==> config.mk <==
export PLATFORM = sky130hd
export DESIGN_NAME = c16_io_top
export DESIGN_NICKNAME = d
export VERILOG_FILES = /design/src/hdl/c16_io_pkg.sv /design/src/hdl/io_bus_if.sv /design/src/hdl/c16_io_top.sv /design/src/hdl/keyport_unit.sv /design/src/hdl/rom_bank_unit.sv /design/src/hdl/io_bus_ctrl.sv
export SDC_FILE = /design/constraint.sdc
export NUM_CORES = 1
export LEC_CHECK = 0
export BUFFER_PORTS_ARGS = -buffer_cell sky130_fd_sc_hd__buf_4
export CORE_UTILIZATION = 40
export DETAILED_ROUTE_END_ITERATION = 8
export PLACE_DENSITY = 0.54
export SYNTH_ARGS = -nofsm -noshare
export SYNTH_HDL_FRONTEND = slang
export SYNTH_SLANG_ARGS = --single-unit
==> constraint.sdc <==
create_clock -name CLK28 -period 2.4 [get_ports CLK28]
set_input_delay 0.48 -clock CLK28 [delete_from_list [all_inputs] [get_ports CLK28]]
set_output_delay 0.48 -clock CLK28 [all_outputs]
set_load 0.1 [all_outputs]
==> src/hdl/c16_io_pkg.sv <==
`default_nettype none

package c16_io_pkg;

	//////////////////////////////
	// Bus widths
	//////////////////////////////

	localparam int addr_w = 16;
	localparam int data_w = 8;

	// Undriven source on the wired-AND data bus
	localparam logic [data_w-1:0] bus_idle = 8'hFF;

	//////////////////////////////
	// Address decode
	//////////////////////////////

	// FDD0 to FDDF selects the ROM bank, low nibble is the bank
	localparam logic [11:0] rombank_page = 12'hFDD;
	// FCxx always maps kernal
	localparam logic [7:0] kernal_page = 8'hFC;
	// 6529 keyport sits at FD30 to FD3F
	localparam logic [11:0] keyport_page = 12'hFD3;
	// TED keyboard latch register
	localparam logic [addr_w-1:0] ted_kbd_addr = 16'hFF08;

	//////////////////////////////
	// Keyboard and joystick
	//////////////////////////////

	// Bit 6 release flag, bits 5..3 row, bits 2..0 column
	localparam int key_code_w = 7;
	localparam int kbd_rows = 8;
	localparam int kbd_cols = 8;
	localparam int joy_w = 5;

	// Four ROM select lines, 3..2 high ROM and 1..0 low ROM
	localparam int rom_sel_w = 4;

	// Reset values
	localparam logic [data_w-1:0] keyport_rst = 8'hFF;
	localparam logic [data_w-1:0] joy_sel_rst = 8'hFF;

endpackage

`default_nettype wire
==> src/hdl/io_bus_if.sv <==
`timescale 1ns/100ps
`default_nettype none

interface io_bus_if;

	// Last accepted access
	// Held until the controller takes the next one
	logic [c16_io_pkg::addr_w-1:0] addr;
	logic                          wr;
	logic [c16_io_pkg::data_w-1:0] wdata;

	// One clock per accepted access
	// Units commit writes on this
	logic                          strobe;

	// Controller side owns the access
	modport ctrl (
		output addr,
		output wr,
		output wdata,
		output strobe
	);

	// Decoding units only look
	modport unit (
		input addr,
		input wr,
		input wdata,
		input strobe
	);

endinterface

`default_nettype wire

==> src/hdl/c16_io_top.sv <==
`timescale 1ns/100ps
`default_nettype none

module c16_io_top (
	input  logic                              CLK28,
	input  logic                              sreset,
	// Bus master port
	input  logic                              req,
	output logic                              ack,
	input  logic [c16_io_pkg::addr_w-1:0]     addr,
	input  logic                              wr,
	input  logic [c16_io_pkg::data_w-1:0]     wdata,
	output logic [c16_io_pkg::data_w-1:0]     rdata,
	// Keyboard events
	input  logic                              key_valid,
	input  logic [c16_io_pkg::key_code_w-1:0] key_code,
	// Joysticks
	input  logic [c16_io_pkg::joy_w-1:0]      joy0,
	input  logic [c16_io_pkg::joy_w-1:0]      joy1,
	// ROM selects
	output logic [c16_io_pkg::rom_sel_w-1:0]  rom_sel
);

	//////////////////////////////
	// Internal bus
	//////////////////////////////

	// Latched access shared by both units
	io_bus_if bus ();

	// Read data of each source before the wired-AND
	logic [c16_io_pkg::data_w-1:0] bank_rdata;
	logic [c16_io_pkg::data_w-1:0] key_rdata;

	// Handshake and read merge
	io_bus_ctrl io_bus_ctrl_i (
		.CLK28      (CLK28),
		.sreset     (sreset),
		.req        (req),
		.ack        (ack),
		.addr       (addr),
		.wr         (wr),
		.wdata      (wdata),
		.rdata      (rdata),
		.bus        (bus.ctrl),
		.bank_rdata (bank_rdata),
		.key_rdata  (key_rdata)
	);

	//////////////////////////////
	// Decoding units
	//////////////////////////////

	// ROM banking at FDDx
	rom_bank_unit rom_bank_unit_i (
		.CLK28   (CLK28),
		.sreset  (sreset),
		.bus     (bus.unit),
		.rdata   (bank_rdata),
		.rom_sel (rom_sel)
	);

	// Keyport at FD3x and keyboard read at FF08
	keyport_unit keyport_unit_i (
		.CLK28     (CLK28),
		.sreset    (sreset),
		.bus       (bus.unit),
		.key_valid (key_valid),
		.key_code  (key_code),
		.joy0      (joy0),
		.joy1      (joy1),
		.rdata     (key_rdata)
	);

endmodule

`default_nettype wire

==> src/hdl/keyport_unit.sv <==
`timescale 1ns/100ps
`default_nettype none

module keyport_unit (
	input  logic                              CLK28,
	input  logic                              sreset,
	io_bus_if.unit                            bus,
	// Decoded key events, one cycle each
	input  logic                              key_valid,
	input  logic [c16_io_pkg::key_code_w-1:0] key_code,
	// Joystick lines, high means active
	input  logic [c16_io_pkg::joy_w-1:0]      joy0,
	input  logic [c16_io_pkg::joy_w-1:0]      joy1,
	output logic [c16_io_pkg::data_w-1:0]     rdata
);

	// Turns active joystick lines into a low-active mask
	// Directions come out reversed so joy bit 0 lands on mask bit 3
	// Fire sits in mask bit 4
	function automatic logic [c16_io_pkg::joy_w-1:0] joy_mask(
		input logic                         sel,
		input logic [c16_io_pkg::joy_w-1:0] joy
	);
		logic [c16_io_pkg::joy_w-1:0] m;
		m = '1;
		// Select line is low active
		if (!sel) begin
			m = {~joy[4], ~joy[0], ~joy[1], ~joy[2], ~joy[3]};
		end
		return m;
	endfunction

	//////////////////////////////
	// Latches
	//////////////////////////////

	// 6529 output drives the keyboard row lines
	logic [c16_io_pkg::data_w-1:0] keyport_latch;
	// Value last written to FF08, bits 2 and 1 select the joysticks
	logic [c16_io_pkg::data_w-1:0] joy_sel;

	logic keyport_hit;
	logic ted_kbd_hit;

	assign keyport_hit = (bus.addr[c16_io_pkg::addr_w-1:4] == c16_io_pkg::keyport_page);
	assign ted_kbd_hit = (bus.addr == c16_io_pkg::ted_kbd_addr);

	always_ff @(posedge CLK28) begin
		if (sreset) begin
			keyport_latch <= c16_io_pkg::keyport_rst;
			joy_sel       <= c16_io_pkg::joy_sel_rst;
		end else if (bus.strobe && bus.wr) begin
			if (keyport_hit) begin
				keyport_latch <= bus.wdata;
			end
			if (ted_kbd_hit) begin
				joy_sel <= bus.wdata;
			end
		end
	end

	//////////////////////////////
	// Keyboard matrix
	//////////////////////////////

	// One bit per key, row major, 1 means released
	logic [c16_io_pkg::kbd_rows*c16_io_pkg::kbd_cols-1:0] key_matrix;

	always_ff @(posedge CLK28) begin
		if (sreset) begin
			key_matrix <= '1;
		end else if (key_valid) begin
			// Code bits 5..0 are row times eight plus column
			// Press clears the bit, release sets it
			key_matrix[key_code[5:0]] <= key_code[6];
		end
	end

	//////////////////////////////
	// FF08 read
	//////////////////////////////

	logic [c16_io_pkg::data_w-1:0]  kbd_scan;
	logic [c16_io_pkg::joy_w-1:0]   joy0_m;
	logic [c16_io_pkg::joy_w-1:0]   joy1_m;
	logic [c16_io_pkg::data_w-1:0]  kbd_read;

	// AND of every row pulled low by the keyport
	always_comb begin
		kbd_scan = c16_io_pkg::bus_idle;
		for (int r = 0; r < c16_io_pkg::kbd_rows; r++) begin
			if (!keyport_latch[r]) begin
				kbd_scan = kbd_scan & key_matrix[r*c16_io_pkg::kbd_cols +: c16_io_pkg::kbd_cols];
			end
		end
	end

	assign joy0_m = joy_mask(joy_sel[2], joy0);
	assign joy1_m = joy_mask(joy_sel[1], joy1);

	// Directions share bits 3..0, fire buttons get bits 6 and 7
	assign kbd_read[3:0] = kbd_scan[3:0] & joy0_m[3:0] & joy1_m[3:0];
	assign kbd_read[5:4] = kbd_scan[5:4]; // no joystick line here
	assign kbd_read[6]   = kbd_scan[6] & joy0_m[4];
	assign kbd_read[7]   = kbd_scan[7] & joy1_m[4];

	// Read mux, FF for anything not ours
	always_comb begin
		rdata = c16_io_pkg::bus_idle;
		if (!bus.wr) begin
			if (keyport_hit) begin
				rdata = keyport_latch;
			end else if (ted_kbd_hit) begin
				rdata = kbd_read;
			end
		end
	end

endmodule

`default_nettype wire

==> src/hdl/rom_bank_unit.sv <==
`timescale 1ns/100ps
`default_nettype none

module rom_bank_unit (
	input  logic                             CLK28,
	input  logic                             sreset,
	io_bus_if.unit                           bus,
	output logic [c16_io_pkg::data_w-1:0]    rdata,
	output logic [c16_io_pkg::rom_sel_w-1:0] rom_sel
);

	//////////////////////////////
	// Bank register
	//////////////////////////////

	logic [c16_io_pkg::rom_sel_w-1:0] bank;
	logic [c16_io_pkg::rom_sel_w-1:0] bank_next;

	// Write to FDDx
	logic bank_wr;

	// Page FCxx forces kernal in the high ROM
	logic kern;

	// The address picks the bank, data bus is ignored
	assign bank_wr = bus.strobe && bus.wr &&
		(bus.addr[c16_io_pkg::addr_w-1:4] == c16_io_pkg::rombank_page);

	assign kern = (bus.addr[c16_io_pkg::addr_w-1:8] == c16_io_pkg::kernal_page);

	// Value the register holds after this edge
	assign bank_next = bank_wr ? bus.addr[3:0] : bank;

	always_ff @(posedge CLK28) begin
		if (sreset) begin
			bank <= '0;
		end else begin
			bank <= bank_next;
		end
	end

	//////////////////////////////
	// ROM select
	//////////////////////////////

	// Registered from the next bank value
	// so a bank write and an address change both show one cycle after strobe
	always_ff @(posedge CLK28) begin
		if (sreset) begin
			rom_sel <= '0;
		end else begin
			// Low ROM bits pass straight
			rom_sel[1:0] <= bank_next[1:0];
			// High ROM goes to kernal in page FC
			rom_sel[3:2] <= bank_next[3:2] & {2{~kern}};
		end
	end

	// Banking register is write only
	assign rdata = c16_io_pkg::bus_idle;

endmodule

`default_nettype wire

==> src/hdl/io_bus_ctrl.sv <==
`timescale 1ns/100ps
`default_nettype none

module io_bus_ctrl (
	input  logic                          CLK28,
	input  logic                          sreset,
	// Four-phase port of the outside master
	input  logic                          req,
	output logic                          ack,
	input  logic [c16_io_pkg::addr_w-1:0] addr,
	input  logic                          wr,
	input  logic [c16_io_pkg::data_w-1:0] wdata,
	output logic [c16_io_pkg::data_w-1:0] rdata,
	// Access towards the units
	io_bus_if.ctrl                        bus,
	// Read values of the units, FF when not selected
	input  logic [c16_io_pkg::data_w-1:0] bank_rdata,
	input  logic [c16_io_pkg::data_w-1:0] key_rdata
);

	//////////////////////////////
	// Handshake FSM
	//////////////////////////////

	// idle waits for req
	// strobe is the single cycle where units see the access
	// ack holds until the master lets go of req
	typedef enum logic [1:0] {
		st_idle,
		st_strobe,
		st_ack
	} state_t;

	state_t state;

	// New access only from idle, where ack is already low
	logic accept;

	// Wired-AND of all sources on the data bus
	logic [c16_io_pkg::data_w-1:0] merged;

	assign accept = (state == st_idle) && req;

	// Idle units give FF so they drop out of the AND
	assign merged = bank_rdata & key_rdata;

	always_ff @(posedge CLK28) begin
		if (sreset) begin
			state      <= st_idle;
			ack        <= 1'b0;
			bus.strobe <= 1'b0;
			rdata      <= c16_io_pkg::bus_idle;
		end else begin
			case (state)
				st_idle: begin
					if (accept) begin
						// Access gets latched below on this same edge
						bus.strobe <= 1'b1;
						state      <= st_strobe;
					end
				end
				st_strobe: begin
					bus.strobe <= 1'b0;
					// Units still show the read of the latched access here
					rdata      <= merged;
					ack        <= 1'b1;
					state      <= st_ack;
				end
				st_ack: begin
					// Master holding req keeps us here
					if (!req) begin
						ack   <= 1'b0;
						state <= st_idle;
					end
				end
				default: begin
					bus.strobe <= 1'b0;
					ack        <= 1'b0;
					state      <= st_idle;
				end
			endcase
		end
	end

	//////////////////////////////
	// Access latch
	//////////////////////////////

	// Address and data stay put between accesses
	always_ff @(posedge CLK28) begin
		if (accept) begin
			bus.addr  <= addr;
			bus.wr    <= wr;
			bus.wdata <= wdata;
		end
	end

endmodule

`default_nettype wire

==> metrics.json <==
{
  "logic_synthesis": {
    "yosys.area_share.simple": 0.234,
    "synth.cells.most_frequent": "92 x dfxtp_1, 58 x nor2_1, 38 x nand3b_1",
    "synth_xor_area_frac": 0,
    "postSynthNetCount": 583,
    "synthesis.instances": 537,
    "synth_top_area_cell": "dfxtp_1",
    "synth.mux.area_fraction": 0.0265,
    "synth-async-reset-ratio": 0,
    "yosysUniqueCellTypes": 47,
    "synth_edf_count": 25,
    "synth_top_area_frac": 0.348,
    "yosys.area_share.adder": 0,
    "ys.flop_type": "dfxtp_1",
    "ys_top_cells_by_area": "dfxtp_1 35%, edfxtp_1 14%, nand3b_1 5.4%",
    "dominant_combinational_cell_family_by_area_after_synthesis": "simple AND/OR/NAND/NOR gates",
    "mappedNetlistArea_um2": 5290,
    "synth_seq_area_share": 0.490,
    "synth.avg_cell_area_um2": 9.84,
    "synth-compound-area-share": 0.200,
    "synthMostInstantiatedCell": "dfxtp_1",
    "ys_ff_latch": 117,
    "synth-warning-count": 0
  },
  "floorplanning": {
    "die-width_um": 117,
    "top_level_ports": 59,
    "fp_rows": 41,
    "effective_utilization_at_floorplan": 0.414,
    "dieArea_um2": 13700,
    "coreArea_um2": 12800,
    "die_h_um": 117
  },
  "clock_network": {
    "clk_transition_reported_paths_ps": 60,
    "postCtsHoldBufs": 0,
    "clockBufferDepth": 2,
    "cts_root_buf": "clkbuf_16",
    "tritoncts_clock_tree": "done",
    "cts_repair_resize_count": 0,
    "worstSkewPairLatency_ps": 420,
    "cts.sinks": 117,
    "htree_levels": 4,
    "post-cts-setup-buffers": 0,
    "cts_made_buffers": 17
  },
  "power": {
    "p_per_area_nw_per_um2": 763,
    "static-leakage-power_uw": 0.00214,
    "post-layout-total-power_uw": 4850,
    "vdd_drop_max_mv": 0.623
  },
  "cells_and_area": {
    "fin_util": 0.498,
    "seq_area_um2": 2590,
    "area_growth_syn_to_layout_pct": 20.3,
    "final_nets": 618,
    "diodes": 0,
    "fillCellCount": 1169,
    "layout-drive-gt1-share": 0.193,
    "multi_input_comb_area_um2": 2440
  },
  "global_route": {
    "grt-ovfl-total": 0,
    "grt_antenna_before_repair": 0,
    "wire_length_of_the_first_global_routing_pass_mm": 22.4,
    "first_global_vias": 3926,
    "track_usage": 0.226,
    "grt_start_max_net_pins": 65
  },
  "drt": {
    "wl_per_cell_um": 19.0,
    "final_wl_mm": 14.4,
    "drc": 0,
    "detail-route-antenna-nets": 0,
    "drt_first_iter_violations": 354,
    "drt_first_pass_iters": 5,
    "dr_total_vias": 4302,
    "detail_route.vias_per_cell": 5.68
  },
  "placement": {
    "io_buffer_count": 58,
    "dp_hpwl_mm": 9.62,
    "pre_cts_setup_slack_ps": 451,
    "gp_routability_congestion": 0.794
  },
  "setup_path": {
    "cp-end-kind": "flip-flop",
    "cp.required_ps": 2670,
    "worst-path-max-fanout": 8,
    "path_class": "flip-flop to flip-flop",
    "timing.critical_path.arrival_ps": 2040,
    "timing.critical_path.from_type": "flip-flop"
  },
  "hold_path": {
    "worstHoldPathType": "input port to flip-flop"
  },
  "timing": {
    "final_cycle_share": 0.738,
    "whs_ps": 235,
    "setup_viol_count_final": 0,
    "setup_total_negative_slack_ps": 0,
    "report.final.slew_viol_count": 0,
    "worst_slew_pin_slew_ps": 690,
    "final.min_clock_period_ps": 1770,
    "max_freq_mhz": 565,
    "setup_ws_final_ps": 629,
    "timing.slew.headroom": 0.540,
    "rsz_0062_raised_after_global_routing": "false",
    "timing_hold_violations_final": 0,
    "fin_skew_ps": 6.17
  },
  "job": {
    "maxCapViolations": 0
  },
  "outcome": {
    "result_of_the_run": "finished, final reports clean"
  }
}
-- layout by cell type, fill, tap and decap left out, drive strengths merged, types with 23 or more instances in the layout --
cell type,Yosys,final
dfxtp,92,92
buf,23,70
nor2,59,59
nand3b,38,38
nand2,37,37
o21ai,32,32
edfxtp,25,25
a311o,24,24
a21boi,24,24
o22ai,23,23
-- report_power, final --
part | leakage, uW | internal [uW] | total (uW) | switching [uW]
clock | 0.000278 | 1530 | 2490 | 962
combinational | 0.000875 | 106 | 270 | 164
sequential | 0.000985 | 2060 | 2090 | 30.2
-- cell families (layout without fill, tap and decap cells) --
| kind of cell | count (synthesis) | after routing |
|---|---|---|
| flops | 117 | 117 |
| compound gates | 147 | 147 |
| buf+inv | 57 | 105 |
| mux | 14 | 14 |
| simple gates | 202 | 202 |
-- worst max-delay path: stages, from the launching register on --
cell and delay [ps]:
edfxtp_1 410, nor4bb_1 350, nand4b_1 190, nor2_1 520, a21oi_1 150
-- flip-flops by register name, indices dropped and copies added, names as in the netlist, 2 cells and up --
signal,count
io_bus_ctrl_i.bus.addr,16
keyport_unit_i.keyport_latch,8
io_bus_ctrl_i.state,2
keyport_unit_i.key_matrix,64
rom_bank_unit_i.rom_sel,4
io_bus_ctrl_i.bus.wdata,8
keyport_unit_i.joy_sel,2
rom_bank_unit_i.bank,2
io_bus_ctrl_i.rdata,8
-- per-layer routing --
layer / vias to the layer above / GRT usage / share of wire
met2: 140 / 0.333 / 0.44
met5: - / 0 / 0
li1: 2075 / - / -
met3: 17 / 0.0566 / 0.055
met1: 2070 / 0.320 / 0.49
met4: 0 / 0.0844 / 0.016
-- path summary, 6_finish.rpt --
check | startpoint | end | slack [ps] | cells after the start
worst max register to register | io_bus_ctrl_i.bus.addr[9] | io_bus_ctrl_i.rdata[4] | 630 | 4
worst max-delay path | io_bus_ctrl_i.bus.addr[9] | io_bus_ctrl_i.rdata[4] | 630 | 4
worst min-delay path | wdata[2] | io_bus_ctrl_i.bus.wdata[2] | 240 | 1
worst min register to register | io_bus_ctrl_i.bus.wdata[5] | keyport_unit_i.keyport_latch[5] | 450 | 1
-- cell type report --
cell class | instances | share of cell area
tap | 172 | 0.0338
sequential | 117 | 0.408
inverter | 3 | 0.00177
clock inverter | 15 | 0.0242
multi-input combinational | 363 | 0.383
timing repair buffer | 70 | 0.0826
clock buffer | 17 | 0.0669
-- metrics by stage --
stage,instances,area (um^2)
after floorplan,537,5290
after global placement,725,5780
after detailed placement,725,5780
after CTS,757,6360
after global routing,757,6360
final,757,6360
Power figures use the tool's default switching activity.
